`src/serdes_dbg_pkg.sv`:
```
package serdes_dbg_pkg;

	typedef logic [7:0]  word_t;
	typedef logic [6:0]  seed_t;
	typedef logic [31:0] cnt_t;
	typedef logic [3:0]  ir_t;

	localparam ir_t IR_IDCODE  = 4'b0001;
	localparam ir_t IR_CTRL    = 4'b0010;
	localparam ir_t IR_TOTAL   = 4'b0011;
	localparam ir_t IR_CORRECT = 4'b0100;
	localparam ir_t IR_BYPASS  = 4'b1111;

	localparam logic [31:0] IDCODE_VALUE = 32'h0B41_7C0F;

	// Control register layout
	localparam int CTRL_W        = 16;
	localparam int CTRL_RUN      = 0;
	localparam int CTRL_FREEZE   = 1;
	localparam int CTRL_INJECT   = 2;
	localparam int CTRL_SEED_LSB = 8;
	localparam int CTRL_SEED_MSB = 14;

	// Checker input buffer depth, also the FIFO's initial downstream credit
	localparam int CHK_BUF_DEPTH = 2;

	// Standard 1149.1 encodings
	typedef enum logic [3:0] {
		TAP_TEST_LOGIC_RESET = 4'hF,
		TAP_RUN_TEST_IDLE    = 4'hC,
		TAP_SELECT_DR        = 4'h7,
		TAP_CAPTURE_DR       = 4'h6,
		TAP_SHIFT_DR         = 4'h2,
		TAP_EXIT1_DR         = 4'h1,
		TAP_PAUSE_DR         = 4'h3,
		TAP_EXIT2_DR         = 4'h0,
		TAP_UPDATE_DR        = 4'h5,
		TAP_SELECT_IR        = 4'h4,
		TAP_CAPTURE_IR       = 4'hE,
		TAP_SHIFT_IR         = 4'hA,
		TAP_EXIT1_IR         = 4'h9,
		TAP_PAUSE_IR         = 4'hB,
		TAP_EXIT2_IR         = 4'h8,
		TAP_UPDATE_IR        = 4'hD
	} tap_state_e;

	// An all-zero seed would lock the LFSR
	function automatic seed_t prbs7_fix(input seed_t s);
		return (s == '0) ? '1 : s;
	endfunction

	// x^7 + x^6 + 1, eight steps per word
	function automatic seed_t prbs7_advance(input seed_t s);
		seed_t st;
		st = s;
		for (int i = 0; i < 8; i++) begin
			st = {st[5:0], st[6] ^ st[5]};
		end
		return st;
	endfunction

	// Bit i of the word is the feedback bit of step i
	function automatic word_t prbs7_word(input seed_t s);
		seed_t st;
		word_t w;
		st = s;
		for (int i = 0; i < 8; i++) begin
			w[i] = st[6] ^ st[5];
			st = {st[5:0], w[i]};
		end
		return w;
	endfunction

endpackage

```
`src/jtag_dbg.sv`:
```
`timescale 1ns/1ps
`default_nettype none

module jtag_dbg (
	input  wire logic                  clk_i,
	input  wire logic                  rst_n_i,
	input  wire logic                  tck_i,
	input  wire logic                  tms_i,
	input  wire logic                  tdi_i,
	input  wire logic                  trst_n_i,
	input  wire serdes_dbg_pkg::cnt_t  total_bits_i,
	input  wire serdes_dbg_pkg::cnt_t  correct_bits_i,
	output logic                       tdo_o,
	output logic                       run_o,
	output logic                       freeze_o,
	output serdes_dbg_pkg::seed_t      seed_o,
	output logic                       inject_o
);
	logic [1:0]                        tck_sync;
	logic [1:0]                        tms_sync;
	logic [1:0]                        tdi_sync;
	logic [1:0]                        trst_sync;
	logic                              tck_q;
	logic                              tck_rise;
	logic                              tck_fall;
	logic                              tap_rst;
	serdes_dbg_pkg::tap_state_e        state;
	serdes_dbg_pkg::ir_t               ir_q;
	serdes_dbg_pkg::ir_t               ir_shift;
	logic [31:0]                       dr_shift;
	logic [31:0]                       dr_next;
	logic [4:0]                        dr_msb;
	logic [serdes_dbg_pkg::CTRL_W-1:0] ctrl_q;
	serdes_dbg_pkg::cnt_t              correct_snap;

	function automatic serdes_dbg_pkg::tap_state_e tap_next(
		input serdes_dbg_pkg::tap_state_e s,
		input logic                       tms
	);
		case (s)
			serdes_dbg_pkg::TAP_TEST_LOGIC_RESET:
				return tms ? serdes_dbg_pkg::TAP_TEST_LOGIC_RESET : serdes_dbg_pkg::TAP_RUN_TEST_IDLE;
			serdes_dbg_pkg::TAP_RUN_TEST_IDLE:
				return tms ? serdes_dbg_pkg::TAP_SELECT_DR : serdes_dbg_pkg::TAP_RUN_TEST_IDLE;
			serdes_dbg_pkg::TAP_SELECT_DR:
				return tms ? serdes_dbg_pkg::TAP_SELECT_IR : serdes_dbg_pkg::TAP_CAPTURE_DR;
			serdes_dbg_pkg::TAP_CAPTURE_DR, serdes_dbg_pkg::TAP_SHIFT_DR:
				return tms ? serdes_dbg_pkg::TAP_EXIT1_DR : serdes_dbg_pkg::TAP_SHIFT_DR;
			serdes_dbg_pkg::TAP_EXIT1_DR:
				return tms ? serdes_dbg_pkg::TAP_UPDATE_DR : serdes_dbg_pkg::TAP_PAUSE_DR;
			serdes_dbg_pkg::TAP_PAUSE_DR:
				return tms ? serdes_dbg_pkg::TAP_EXIT2_DR : serdes_dbg_pkg::TAP_PAUSE_DR;
			serdes_dbg_pkg::TAP_EXIT2_DR:
				return tms ? serdes_dbg_pkg::TAP_UPDATE_DR : serdes_dbg_pkg::TAP_SHIFT_DR;
			serdes_dbg_pkg::TAP_SELECT_IR:
				return tms ? serdes_dbg_pkg::TAP_TEST_LOGIC_RESET : serdes_dbg_pkg::TAP_CAPTURE_IR;
			serdes_dbg_pkg::TAP_CAPTURE_IR, serdes_dbg_pkg::TAP_SHIFT_IR:
				return tms ? serdes_dbg_pkg::TAP_EXIT1_IR : serdes_dbg_pkg::TAP_SHIFT_IR;
			serdes_dbg_pkg::TAP_EXIT1_IR:
				return tms ? serdes_dbg_pkg::TAP_UPDATE_IR : serdes_dbg_pkg::TAP_PAUSE_IR;
			serdes_dbg_pkg::TAP_PAUSE_IR:
				return tms ? serdes_dbg_pkg::TAP_EXIT2_IR : serdes_dbg_pkg::TAP_PAUSE_IR;
			serdes_dbg_pkg::TAP_EXIT2_IR:
				return tms ? serdes_dbg_pkg::TAP_UPDATE_IR : serdes_dbg_pkg::TAP_SHIFT_IR;
			default:
				return tms ? serdes_dbg_pkg::TAP_SELECT_DR : serdes_dbg_pkg::TAP_RUN_TEST_IDLE;
		endcase
	endfunction

	// Pins are sampled in the core clock domain
	always_ff @(posedge clk_i) begin
		if (!rst_n_i) begin
			tck_sync  <= '0;
			tms_sync  <= '0;
			tdi_sync  <= '0;
			trst_sync <= '0;
			tck_q     <= 1'b0;
		end else begin
			tck_sync  <= {tck_sync[0], tck_i};
			tms_sync  <= {tms_sync[0], tms_i};
			tdi_sync  <= {tdi_sync[0], tdi_i};
			trst_sync <= {trst_sync[0], trst_n_i};
			tck_q     <= tck_sync[1];
		end
	end

	assign tck_rise = tck_sync[1] & ~tck_q;
	assign tck_fall = ~tck_sync[1] & tck_q;
	assign tap_rst  = !rst_n_i || !trst_sync[1];

	always_ff @(posedge clk_i) begin
		if (tap_rst) begin
			state    <= serdes_dbg_pkg::TAP_TEST_LOGIC_RESET;
			ir_q     <= serdes_dbg_pkg::IR_IDCODE;
			ir_shift <= '0;
		end else if (tck_rise) begin
			state <= tap_next(state, tms_sync[1]);
			case (state)
				serdes_dbg_pkg::TAP_TEST_LOGIC_RESET: ir_q <= serdes_dbg_pkg::IR_IDCODE;
				serdes_dbg_pkg::TAP_CAPTURE_IR:       ir_shift <= serdes_dbg_pkg::ir_t'(1);
				serdes_dbg_pkg::TAP_SHIFT_IR:         ir_shift <= {tdi_sync[1], ir_shift[3:1]};
				serdes_dbg_pkg::TAP_UPDATE_IR:        ir_q <= ir_shift;
				default: ;
			endcase
		end
	end

	// Chain length minus one, anything unknown is bypass
	always_comb begin
		dr_msb = 5'd0;
		case (ir_q)
			serdes_dbg_pkg::IR_IDCODE:  dr_msb = 5'd31;
			serdes_dbg_pkg::IR_TOTAL:   dr_msb = 5'd31;
			serdes_dbg_pkg::IR_CORRECT: dr_msb = 5'd31;
			serdes_dbg_pkg::IR_CTRL:    dr_msb = 5'(serdes_dbg_pkg::CTRL_W - 1);
			serdes_dbg_pkg::IR_BYPASS:  dr_msb = 5'd0;
			default: ;
		endcase
	end

	always_comb begin
		dr_next         = {1'b0, dr_shift[31:1]};
		dr_next[dr_msb] = tdi_sync[1];
	end

	// Reading TOTAL latches both counts, CORRECT then returns the latched one
	always_ff @(posedge clk_i) begin
		if (tck_rise && state == serdes_dbg_pkg::TAP_CAPTURE_DR) begin
			case (ir_q)
				serdes_dbg_pkg::IR_IDCODE:  dr_shift <= serdes_dbg_pkg::IDCODE_VALUE;
				serdes_dbg_pkg::IR_CTRL:    dr_shift <= 32'(ctrl_q);
				serdes_dbg_pkg::IR_TOTAL: begin
					dr_shift     <= total_bits_i;
					correct_snap <= correct_bits_i;
				end
				serdes_dbg_pkg::IR_CORRECT: dr_shift <= correct_snap;
				default:                    dr_shift <= '0;
			endcase
		end else if (tck_rise && state == serdes_dbg_pkg::TAP_SHIFT_DR) begin
			dr_shift <= dr_next;
		end
	end

	always_ff @(posedge clk_i) begin
		if (!rst_n_i) begin
			ctrl_q   <= '0;
			inject_o <= 1'b0;
			tdo_o    <= 1'b0;
		end else begin
			inject_o <= 1'b0;
			if (tck_rise && state == serdes_dbg_pkg::TAP_UPDATE_DR &&
					ir_q == serdes_dbg_pkg::IR_CTRL) begin
				ctrl_q                              <= dr_shift[serdes_dbg_pkg::CTRL_W-1:0];
				ctrl_q[serdes_dbg_pkg::CTRL_INJECT] <= 1'b0;
				inject_o                            <= dr_shift[serdes_dbg_pkg::CTRL_INJECT];
			end
			if (tck_fall) begin
				case (state)
					serdes_dbg_pkg::TAP_SHIFT_IR: tdo_o <= ir_shift[0];
					serdes_dbg_pkg::TAP_SHIFT_DR: tdo_o <= dr_shift[0];
					default:                      tdo_o <= 1'b0;
				endcase
			end
		end
	end

	assign run_o    = ctrl_q[serdes_dbg_pkg::CTRL_RUN];
	assign freeze_o = ctrl_q[serdes_dbg_pkg::CTRL_FREEZE];
	assign seed_o   = ctrl_q[serdes_dbg_pkg::CTRL_SEED_MSB:serdes_dbg_pkg::CTRL_SEED_LSB];

endmodule

`default_nettype wire

```
`src/prbs_checker.sv`:
```
`timescale 1ns/1ps
`default_nettype none

module prbs_checker (
	input  wire logic                  clk_i,
	input  wire logic                  rst_n_i,
	input  wire logic                  run_i,
	input  wire logic                  freeze_i,
	input  wire serdes_dbg_pkg::seed_t seed_i,
	input  wire logic                  chk_valid_i,
	input  wire serdes_dbg_pkg::word_t chk_data_i,
	output logic                       chk_credit_o,
	output serdes_dbg_pkg::cnt_t       total_bits_o,
	output serdes_dbg_pkg::cnt_t       correct_bits_o
);
	localparam int DEPTH = serdes_dbg_pkg::CHK_BUF_DEPTH;
	localparam int PTR_W = $clog2(DEPTH);
	localparam int CNT_W = $clog2(DEPTH + 1);

	serdes_dbg_pkg::word_t in_mem [DEPTH];
	logic [PTR_W-1:0]      wr_sel;
	logic [PTR_W-1:0]      rd_sel;
	logic [CNT_W-1:0]      in_cnt;
	logic                  run_q;
	logic                  pop;
	serdes_dbg_pkg::seed_t lfsr;
	serdes_dbg_pkg::word_t rx_word;
	serdes_dbg_pkg::word_t ref_word;
	logic [3:0]            match_cnt;

	function automatic logic [3:0] count_matches(
		input serdes_dbg_pkg::word_t a,
		input serdes_dbg_pkg::word_t b
	);
		logic [3:0] n;
		n = '0;
		for (int i = 0; i < 8; i++) begin
			n = n + 4'(a[i] ~^ b[i]);
		end
		return n;
	endfunction

	// Freeze holds words in the buffer and withholds credits
	assign pop          = !freeze_i && (in_cnt != '0);
	assign chk_credit_o = pop;

	assign rx_word   = in_mem[rd_sel];
	assign ref_word  = serdes_dbg_pkg::prbs7_word(lfsr);
	assign match_cnt = count_matches(rx_word, ref_word);

	always_ff @(posedge clk_i) begin
		if (!rst_n_i) begin
			run_q          <= 1'b0;
			wr_sel         <= '0;
			rd_sel         <= '0;
			in_cnt         <= '0;
			total_bits_o   <= '0;
			correct_bits_o <= '0;
		end else begin
			run_q <= run_i;
			// Buffer depth is a power of two, pointers wrap on their own
			if (chk_valid_i) begin
				wr_sel <= wr_sel + 1'b1;
			end
			if (pop) begin
				rd_sel <= rd_sel + 1'b1;
			end
			in_cnt <= in_cnt + CNT_W'(chk_valid_i) - CNT_W'(pop);
			if (!run_q) begin
				total_bits_o   <= '0;
				correct_bits_o <= '0;
			end else if (pop) begin
				total_bits_o   <= total_bits_o + serdes_dbg_pkg::cnt_t'(8);
				correct_bits_o <= correct_bits_o + serdes_dbg_pkg::cnt_t'(match_cnt);
			end
		end
	end

	always_ff @(posedge clk_i) begin
		if (chk_valid_i) begin
			in_mem[wr_sel] <= chk_data_i;
		end
	end

	// Same seeding rule as the source, so both start on the same word
	always_ff @(posedge clk_i) begin
		if (!run_q) begin
			lfsr <= serdes_dbg_pkg::prbs7_fix(seed_i);
		end else if (pop) begin
			lfsr <= serdes_dbg_pkg::prbs7_advance(lfsr);
		end
	end

endmodule

`default_nettype wire

```
`src/prbs_source.sv`:
```
`timescale 1ns/1ps
`default_nettype none

module prbs_source #(
	parameter int FIFO_DEPTH = 4
) (
	input  wire logic                  clk_i,
	input  wire logic                  rst_n_i,
	input  wire logic                  run_i,
	input  wire serdes_dbg_pkg::seed_t seed_i,
	input  wire logic                  inject_i,
	input  wire logic                  src_credit_i,
	output logic                       src_valid_o,
	output serdes_dbg_pkg::word_t      src_data_o
);
	localparam int CRD_W = $clog2(FIFO_DEPTH + 1);

	logic                  run_q;
	logic                  inj_pend;
	logic [CRD_W-1:0]      credit_cnt;
	logic                  send;
	serdes_dbg_pkg::seed_t lfsr;

	// One word per cycle while running and the FIFO has room
	assign send = run_q && (credit_cnt != '0);

	assign src_valid_o = send;
	// Injected error lands on bit 0 of the word
	assign src_data_o = serdes_dbg_pkg::prbs7_word(lfsr) ^ serdes_dbg_pkg::word_t'(inj_pend);

	always_ff @(posedge clk_i) begin
		if (!rst_n_i) begin
			run_q      <= 1'b0;
			inj_pend   <= 1'b0;
			credit_cnt <= CRD_W'(FIFO_DEPTH);
		end else begin
			run_q <= run_i;
			if (send) begin
				inj_pend <= inject_i;
			end else if (inject_i) begin
				inj_pend <= 1'b1;
			end
			credit_cnt <= credit_cnt - CRD_W'(send) + CRD_W'(src_credit_i);
		end
	end

	// Seed is held in while stopped
	always_ff @(posedge clk_i) begin
		if (!run_q) begin
			lfsr <= serdes_dbg_pkg::prbs7_fix(seed_i);
		end else if (send) begin
			lfsr <= serdes_dbg_pkg::prbs7_advance(lfsr);
		end
	end

endmodule

`default_nettype wire

```
`src/sample_fifo.sv`:
```
`timescale 1ns/1ps
`default_nettype none

module sample_fifo #(
	parameter int FIFO_DEPTH = 4
) (
	input  wire logic                  clk_i,
	input  wire logic                  rst_n_i,
	input  wire logic                  src_valid_i,
	input  wire serdes_dbg_pkg::word_t src_data_i,
	input  wire logic                  chk_credit_i,
	output logic                       src_credit_o,
	output logic                       chk_valid_o,
	output serdes_dbg_pkg::word_t      chk_data_o
);
	localparam int PTR_W = (FIFO_DEPTH > 1) ? $clog2(FIFO_DEPTH) : 1;
	localparam int CNT_W = $clog2(FIFO_DEPTH + 1);
	localparam int CRD_W = $clog2(serdes_dbg_pkg::CHK_BUF_DEPTH + 1);

	serdes_dbg_pkg::word_t mem [FIFO_DEPTH];
	logic [PTR_W-1:0]      wr_ptr;
	logic [PTR_W-1:0]      rd_ptr;
	logic [CNT_W-1:0]      fill_cnt;
	logic [CRD_W-1:0]      chk_crd;
	logic                  pop;

	function automatic logic [PTR_W-1:0] ptr_inc(input logic [PTR_W-1:0] p);
		return (p == PTR_W'(FIFO_DEPTH - 1)) ? '0 : p + 1'b1;
	endfunction

	// Oldest entry goes out as soon as the checker has space
	assign pop = (fill_cnt != '0) && (chk_crd != '0);

	assign chk_valid_o  = pop;
	assign chk_data_o   = mem[rd_ptr];
	assign src_credit_o = pop;

	always_ff @(posedge clk_i) begin
		if (!rst_n_i) begin
			wr_ptr   <= '0;
			rd_ptr   <= '0;
			fill_cnt <= '0;
			chk_crd  <= CRD_W'(serdes_dbg_pkg::CHK_BUF_DEPTH);
		end else begin
			if (src_valid_i) begin
				wr_ptr <= ptr_inc(wr_ptr);
			end
			if (pop) begin
				rd_ptr <= ptr_inc(rd_ptr);
			end
			fill_cnt <= fill_cnt + CNT_W'(src_valid_i) - CNT_W'(pop);
			chk_crd  <= chk_crd - CRD_W'(pop) + CRD_W'(chk_credit_i);
		end
	end

	// Source credits guarantee a free slot on every push
	always_ff @(posedge clk_i) begin
		if (src_valid_i) begin
			mem[wr_ptr] <= src_data_i;
		end
	end

endmodule

`default_nettype wire

```
`src/serdes_dbg_top.sv`:
```
`timescale 1ns/1ps
`default_nettype none

module serdes_dbg_top #(
	parameter int FIFO_DEPTH = 4
) (
	input  wire logic clk_i,
	input  wire logic rst_n_i,
	input  wire logic tck_i,
	input  wire logic tms_i,
	input  wire logic tdi_i,
	input  wire logic trst_n_i,
	output logic      tdo_o
);
	// Bridge controls
	logic                  run;
	logic                  freeze;
	logic                  inject_pulse;
	serdes_dbg_pkg::seed_t seed;

	// Source to FIFO
	logic                  src_valid;
	logic                  src_credit;
	serdes_dbg_pkg::word_t src_data;

	// FIFO to checker
	logic                  chk_valid;
	logic                  chk_credit;
	serdes_dbg_pkg::word_t chk_data;

	serdes_dbg_pkg::cnt_t  total_bits;
	serdes_dbg_pkg::cnt_t  correct_bits;

	jtag_dbg i_jtag (
		.clk_i          (clk_i),
		.rst_n_i        (rst_n_i),
		.tck_i          (tck_i),
		.tms_i          (tms_i),
		.tdi_i          (tdi_i),
		.trst_n_i       (trst_n_i),
		.total_bits_i   (total_bits),
		.correct_bits_i (correct_bits),
		.tdo_o          (tdo_o),
		.run_o          (run),
		.freeze_o       (freeze),
		.seed_o         (seed),
		.inject_o       (inject_pulse)
	);

	prbs_source #(
		.FIFO_DEPTH (FIFO_DEPTH)
	) i_source (
		.clk_i        (clk_i),
		.rst_n_i      (rst_n_i),
		.run_i        (run),
		.seed_i       (seed),
		.inject_i     (inject_pulse),
		.src_credit_i (src_credit),
		.src_valid_o  (src_valid),
		.src_data_o   (src_data)
	);

	sample_fifo #(
		.FIFO_DEPTH (FIFO_DEPTH)
	) i_fifo (
		.clk_i        (clk_i),
		.rst_n_i      (rst_n_i),
		.src_valid_i  (src_valid),
		.src_data_i   (src_data),
		.chk_credit_i (chk_credit),
		.src_credit_o (src_credit),
		.chk_valid_o  (chk_valid),
		.chk_data_o   (chk_data)
	);

	prbs_checker i_checker (
		.clk_i          (clk_i),
		.rst_n_i        (rst_n_i),
		.run_i          (run),
		.freeze_i       (freeze),
		.seed_i         (seed),
		.chk_valid_i    (chk_valid),
		.chk_data_i     (chk_data),
		.chk_credit_o   (chk_credit),
		.total_bits_o   (total_bits),
		.correct_bits_o (correct_bits)
	);

endmodule

`default_nettype wire

```
`config.mk`:
```
export PLATFORM = sky130hd
export DESIGN_NAME = serdes_dbg_top
export DESIGN_NICKNAME = d
export VERILOG_FILES = /design/src/serdes_dbg_pkg.sv /design/src/jtag_dbg.sv /design/src/prbs_checker.sv /design/src/prbs_source.sv /design/src/sample_fifo.sv /design/src/serdes_dbg_top.sv
export SDC_FILE = /design/constraint.sdc
export NUM_CORES = 1
export LEC_CHECK = 0
export ABC_AREA = 1
export BUFFER_PORTS_ARGS = -buffer_cell sky130_fd_sc_hd__buf_2
export CAP_MARGIN = 15
export CORE_UTILIZATION = 50
export DETAILED_ROUTE_END_ITERATION = 12
export PLACE_DENSITY = 0.65
export SLEW_MARGIN = 20
export SYNTH_ARGS = -nofsm -noshare
export SYNTH_HDL_FRONTEND = slang
export SYNTH_SLANG_ARGS = --single-unit
```
`constraint.sdc`:
```
create_clock -name clk_i -period 4.9 [get_ports clk_i]
set_input_delay 0.245 -clock clk_i [delete_from_list [all_inputs] [get_ports clk_i]]
set_output_delay 0.245 -clock clk_i [all_outputs]
set_load 0.03 [all_outputs]
```
Yosys cells after proc, flatten, opt, wreduce, memory -nomap -nowiden
Memories as Yosys holds them, arrays and structs flattened. A register that Yosys moved wholly into a read port is not among the register bits.
Index checks and enable logic that the tools add are counted.
- output and inout bits: 1
- logic and storage cells: 173
- memories kept: 2
- memory bits (writable): 48
- register bits: 198
- input bits: 6
- muxes and demuxes: 40
- order comparisons: 2
- equality and inequality tests: 22
- reduce and logical (&&, ||, !) cells: 30
- add/subtract/negate cells: 21
- bitwise logic cells: 29
- memory list (memory ; words ; bits a word ; read ports ; clocked after Yosys merged registers in ; write ports ; line ; source):
    i_fifo.mem ; 4 ; 8 ; 1 ; 1 ; 1 ; sample_fifo.sv:20 ; serdes_dbg_pkg::word_t mem [FIFO_DEPTH];
    i_checker.in_mem ; 2 ; 8 ; 1 ; 1 ; 1 ; prbs_checker.sv:20 ; serdes_dbg_pkg::word_t in_mem [DEPTH];
- operator list (operator ; number):
    case mux 32 bit (4 select lines) ; 1
    2-to-1 mux 32 bit ; 2
    case mux 4 bit (11 select lines) ; 1
    2-to-1 mux 7 bit ; 5
    adder 32 x 4 -> 32 bit ; 1
    adder 32 x 4 -> 32 bit, second input constant ; 1
    bitwise mux 32 bit ; 1
    bitwise XNOR 1 x 1 -> 4 bit ; 8
    adder 4 bit ; 7
    equality test 4 bit, second input constant ; 7
    equality test 4 x 3 -> 1 bit, second input constant ; 5
    2-to-1 mux 2 bit ; 10
    equality test 4 x 2 -> 1 bit, second input constant ; 4
    case mux 4 bit (2 select lines) ; 2
    XOR 1 bit ; 16
    2-to-1 mux 3 bit ; 4
    nonzero test 2 bit ; 6
    2-to-1 mux 1 bit ; 10
    case mux 5 bit (2 select lines) ; 1
    AND reduction 2 bit ; 5
    equality test 4 x 1 -> 1 bit, second input constant ; 2
    logical AND 1 bit ; 8
    XOR 8 x 1 -> 8 bit ; 1
    logical NOT 7 bit ; 1
    other kinds (21) ; 35

Logic depth before layout (Yosys ltp)
- word-level depth: 10
- gate-level depth with buffers: 21
- gate-level depth less buffers: 20

Cells and area by module
A second synthesis with hierarchy kept.
- cells, all modules: 1440
- area total of the unflattened synthesis: 12086.6 µm²
- by module, submodules not included (module ; area an instance (µm²) ; cells an instance ; instances ; seq. area each (µm²)):
    prbs_checker ; 4977.3 ; 670 ; 1 ; 2031.9
    jtag_dbg ; 4578.1 ; 520 ; 1 ; 2682.6
    sample_fifo ; 1781.7 ; 147 ; 1 ; 1181.1
    prbs_source ; 749.5 ; 103 ; 1 ; 310.3

Least setup slack after synthesis
No wires, ideal clock.
- path type: reg-to-reg
- from: register i_checker.lfsr[5]
- to: register i_checker.correct_bits_o[31]
- setup time: 0.115 ns
- slack: 0.528 ns
- period minus slack after synthesis: 4.372 ns
- buffers on the path: 0
- arrival: 4.257 ns
- cell stages (with the launch flop): 20
- data required time: 4.785 ns
- cell sequence: edfxtp_1 > xnor2_1 > xor2_1 > fa_1 > inv_1 > fa_1 > fa_1 > ha_1 > fa_1 > xor2_1 > ha_1 > inv_1 > nand2_1 > nand3_1 > nand2_1 > nand3_1 > nor2_1 > nand3_1 > nand2_1 > nor2_1
- word-level cells in the longest chain between the ends: 10
- elaborated cells between the ends (all ways): 16
- classes of those cells: add/sub (8); bitwise (8)
- ends and longest elaborated chain (item ; line ; source):
    start: declaration ; prbs_checker.sv:26 ; serdes_dbg_pkg::seed_t lfsr;
    start signal: assignment ; prbs_checker.sv:88 ; lfsr <= serdes_dbg_pkg::prbs7_fix(seed_i);
    start signal: assignment ; prbs_checker.sv:90 ; lfsr <= serdes_dbg_pkg::prbs7_advance(lfsr);
    XOR 1 bit ; serdes_dbg_pkg.sv:68 ; w[i] = st[6] ^ st[5];
    bitwise XNOR 1 x 1 -> 4 bit ; prbs_checker.sv:38 ; n = n + 4'(a[i] ~^ b[i]);
    adder 4 bit (6 in series) ; prbs_checker.sv:38 ;
    adder 4 bit * ; prbs_checker.sv:38 ;
    adder 32 x 4 -> 32 bit * ; prbs_checker.sv:74 ; correct_bits_o <= correct_bits_o + serdes_dbg_pkg::cnt_t'(match_cnt);
    end signal: assignment ; prbs_checker.sv:74 ;
    end: declaration ; prbs_checker.sv:14 ; output serdes_dbg_pkg::cnt_t correct_bits_o
Mark *: on every way between the ends. The rest lies on a longest branch, timed or not.
A chain may end at the register's enable or synchronous reset.

Final worst setup path
Ends and elaborated chain as after synthesis.

==> flow_summary.ini <==
[sta]
slew_violations = 0
setup_slack_ns = 0.254
finClkSkew_ns = 0.0130
tightest_slew_ns = 1.00
fmax_mhz = 215
maxSlewHeadroom_pct = 33.1
post-route-min-period_ns = 4.65
setup_viol = 0
period_share_pct = 94.8
hold_violations = 0

[yosys]
ys_types = 47
yosys-top-cells-area = edfxtp_1 33%, dfxtp_1 21%, nand2_1 10%
syn_inst = 1302
syn_nets = 1336
synth_seq_cells = 246
yosysTopAreaCell = edfxtp_1
ys_warn_count = 0
synth_top_area_share_pct = 33.1
syn_area_per_cell_um2 = 8.78
synth_seq_area_share_pct = 54.1
syn_area_um2 = 11400

[setup_path]
max_stage_delay_ns = 0.57
cp.required_ns = 5.33
crit_chain = xnor2_1 -> xor2_1 -> fa_1 -> inv_1 -> fa_1 -> fa_1 -> ha_1 -> fa_1 -> xor2_1 -> ha_1 -> inv_1 -> nand2_1 -> nand3_1 -> nand2_2 -> nand3_1 -> nor2_2 -> nand3_1 -> nand2_1 -> nor2_1
cp_top_family = adder cells
worst_path_max_delay_cell = fa_1
crit_path_max_fanout = 7
crit_arrival_ns = 5.08
ff2ff_path_depth = 19
r2r_end = i_checker.correct_bits_o[31]
crit_path_start = i_checker.lfsr[5]
rrSetupSlack_ns = 0.25
cp-end-kind = register
r2r_start = i_checker.lfsr[5]
cp-start-kind = register
crit_top_cell = fa_1
cp.depth = 19
path_buf_inv = 2
crit_end = i_checker.correct_bits_o[31]
crit_type = register to register

[routing]
wl_per_cell_um = 15.6
viasPerCell = 5.31
routed_wirelength_um = 25200
route.detailed.drc = 0
detail_route.first_pass.iterations = 5
vias = 8580
postRouteAntennaNets = 0
drt_iter0_drc = 648

[cts]
cts_buffer_depth = 3
clock-sinks = 246
htreeDepth = 1
cts_buffers = 27
cts-root-buf = clkbuf_16
clk_pin_slew_ns = 0.06
worstSkewPairLatency_ns = 0.54
cts_tree = built

[place]
port_buffers = 6
gp_congestion = 0.851
placed_area_um2 = 11700
dp_hpwl_um = 17600
dp_slack_ns = 0.142

[cells_and_area]
fill_cells = 1981
antenna_cells = 0
fin_area_um2 = 12700
syn_to_final_growth_pct = 10.8
nets = 1350
drive_gt1_share_pct = 7.49

[die]
die_h_um = 153
core_um2 = 22100
dieArea_um2 = 23500
rows = 54
pin_count = 7
die_x_um = 153
start_util_pct = 51.7

[min_path]
min_path_type = input pin to register
hold_start = rst_n_i

[global_route]
overflow = 0
grt_pass1_vias = 8264
grt_pass1_wl_um = 41800
grt_max_degree = 44
grt_use_total_pct = 22.2
grt_antenna_before_repair = 0

[flow_run]
maxCapViolCount = 0

[power]
cellLeakagePower_nw = 4.66
power.density_nw_per_um2 = 456
vdd_drop_max_v = 0.000358

[outcome]
status = finished, final reports clean
worst min path at each step:
stage	end	slack [ns]	cells after the start
5_1_grt	i_fifo.chk_crd[1]	0.24	3
4_1_cts	i_source.credit_cnt[2]	0.21	3
3_3_place_gp	i_jtag.trst_sync[1]	0.39	2
3_5_place_dp	i_jtag.tms_sync[1]	0.40	2
2_1_floorplan	i_jtag.tck_sync[0]	0.34	2
6_report	i_jtag.tdi_sync[1]	0.23	4
per-layer routing:
layer / GRT usage (%) / wire length (um) / vias up
met5: 0 / 0 / -
met1: 29.9 / 11600 / 4036
met4: 6.64 / 625 / 0
met2: 36.9 / 11800 / 172
li1: - / - / 4334
met3: 3.37 / 1120 / 38
tightest hold or removal path, stage by stage:
cell,delay [ns]
buf_2,0.09
buf_4,0.25
nand2_1,0.11
inv_1,0.03
logic make-up after synthesis:
| family | count (synthesis) | synth area share [%] |
|---|---|---|
| flip-flops | 246 | 54.1 |
| AND/OR/NAND/NOR | 585 | 22.3 |
| adder cells (fa/ha/maj) | 28 | 3.52 |
| multiplexers | 8 | 0.700 |
| AO/OA/AOI/OAI | 213 | 10.3 |
| buffers and inverters | 188 | 6.50 |
| XOR/XNOR | 34 | 2.60 |
report_power, final:
group / internal, W / switching [W]
registers: 0.00231 / 0.0000922
logic: 0.000554 / 0.000810
clock network: 0.00119 / 0.000823
cells in the mapped netlist, drive strengths merged:
library cell  count
o31ai             1
nor4              3
or2               7
nor3b             2
o2111ai           7
and3              2
and2              1
o221ai            1
dfxtp           120
nor3             18
buf              20
inv             155
ha               21
a21oi            67
a311oi            1
clkbuf           13
xnor2            18
a211oi            1
mux2i             8
fa                7
xor2             16
o21ai           106
a31oi             2
o21bai            1
o311ai            1
edfxtp          126
nand4            10
or3               1
nor2            154
nand3            70
nand2           315
o211ai           17
nand3b            2
o22ai             8
what timing repair did:
item                                    in CTS  in global routing
hold buffers                                 4                  0
buffers inserted                             0                  0
gates resized for setup                      0                  4
endpoints found under the hold margin        4                  0
endpoints found under the setup margin       0                 10
placed cells by master, fill, tap and decap left out, types with 9 or more instances in the layout:
master	Yosys	layout
xnor2_1	18	17
a21oi_1	67	67
nand3_1	67	67
o21ai_0	97	97
ha_1	21	21
xor2_1	16	16
dfxtp_1	120	119
nand4_1	9	9
o211ai_1	17	17
nor2_2	9	10
nor3_1	17	16
edfxtp_1	126	126
inv_1	150	150
nor2_1	136	135
o21ai_1	9	9
nand2_1	313	312
clkbuf_16	0	28
sequential cells by signal (all words and copies together) (netlist names), 2 cells and up, named ones only:
register                  cells
i_checker.correct_bits_o     32
i_fifo.mem                   32
i_jtag.correct_snap          32
i_jtag.dr_shift              32
i_checker.total_bits_o       29
i_checker.in_mem             16
i_jtag.ctrl_q                15
i_checker.lfsr                7
i_source.lfsr                 7
i_jtag.ir_q                   4
i_jtag.ir_shift               4
i_jtag.state                  4
i_fifo.fill_cnt               3
i_source.credit_cnt           3
i_checker.in_cnt              2
i_fifo.chk_crd                2
i_fifo.rd_ptr                 2
i_fifo.wr_ptr                 2
i_jtag.tck_sync               2
i_jtag.tdi_sync               2
i_jtag.tms_sync               2
i_jtag.trst_sync              2
stage by stage:
step | hold slack (ns) | instances | setup TNS (ns) | total power [W] | util, %
4_1_cts | 0.212 | 1616 | 0 | 0.00585 | 57.3
6_report | 0.231 | 1616 | 0 | 0.00578 | 57.3
5_1_grt | 0.240 | 1616 | -0.00537 | 0.00617 | 57.3
3_3_place_gp | 0.393 | 1563 | 0 | 0.00376 | 53.0
2_1_floorplan | 0.343 | 1302 | 0 | 0.00350 | -
3_5_place_dp | 0.400 | 1563 | 0 | 0.00384 | 53.0
area by class of cell:
| type | count | area, um^2 | share of cell area (%) |
|---|---|---|---|
| clock buffers | 38 | 800 | 6.31 |
| clock inverters | 11 | 98.8 | 0.780 |
| inverters | 155 | 582 | 4.59 |
| multi-input cells | 868 | 4520 | 35.7 |
| flip-flops and latches | 246 | 6190 | 48.8 |
| well taps | 280 | 350 | 2.77 |
| repair buffers | 18 | 130 | 1.03 |
(Power assumes the default switching activity.)
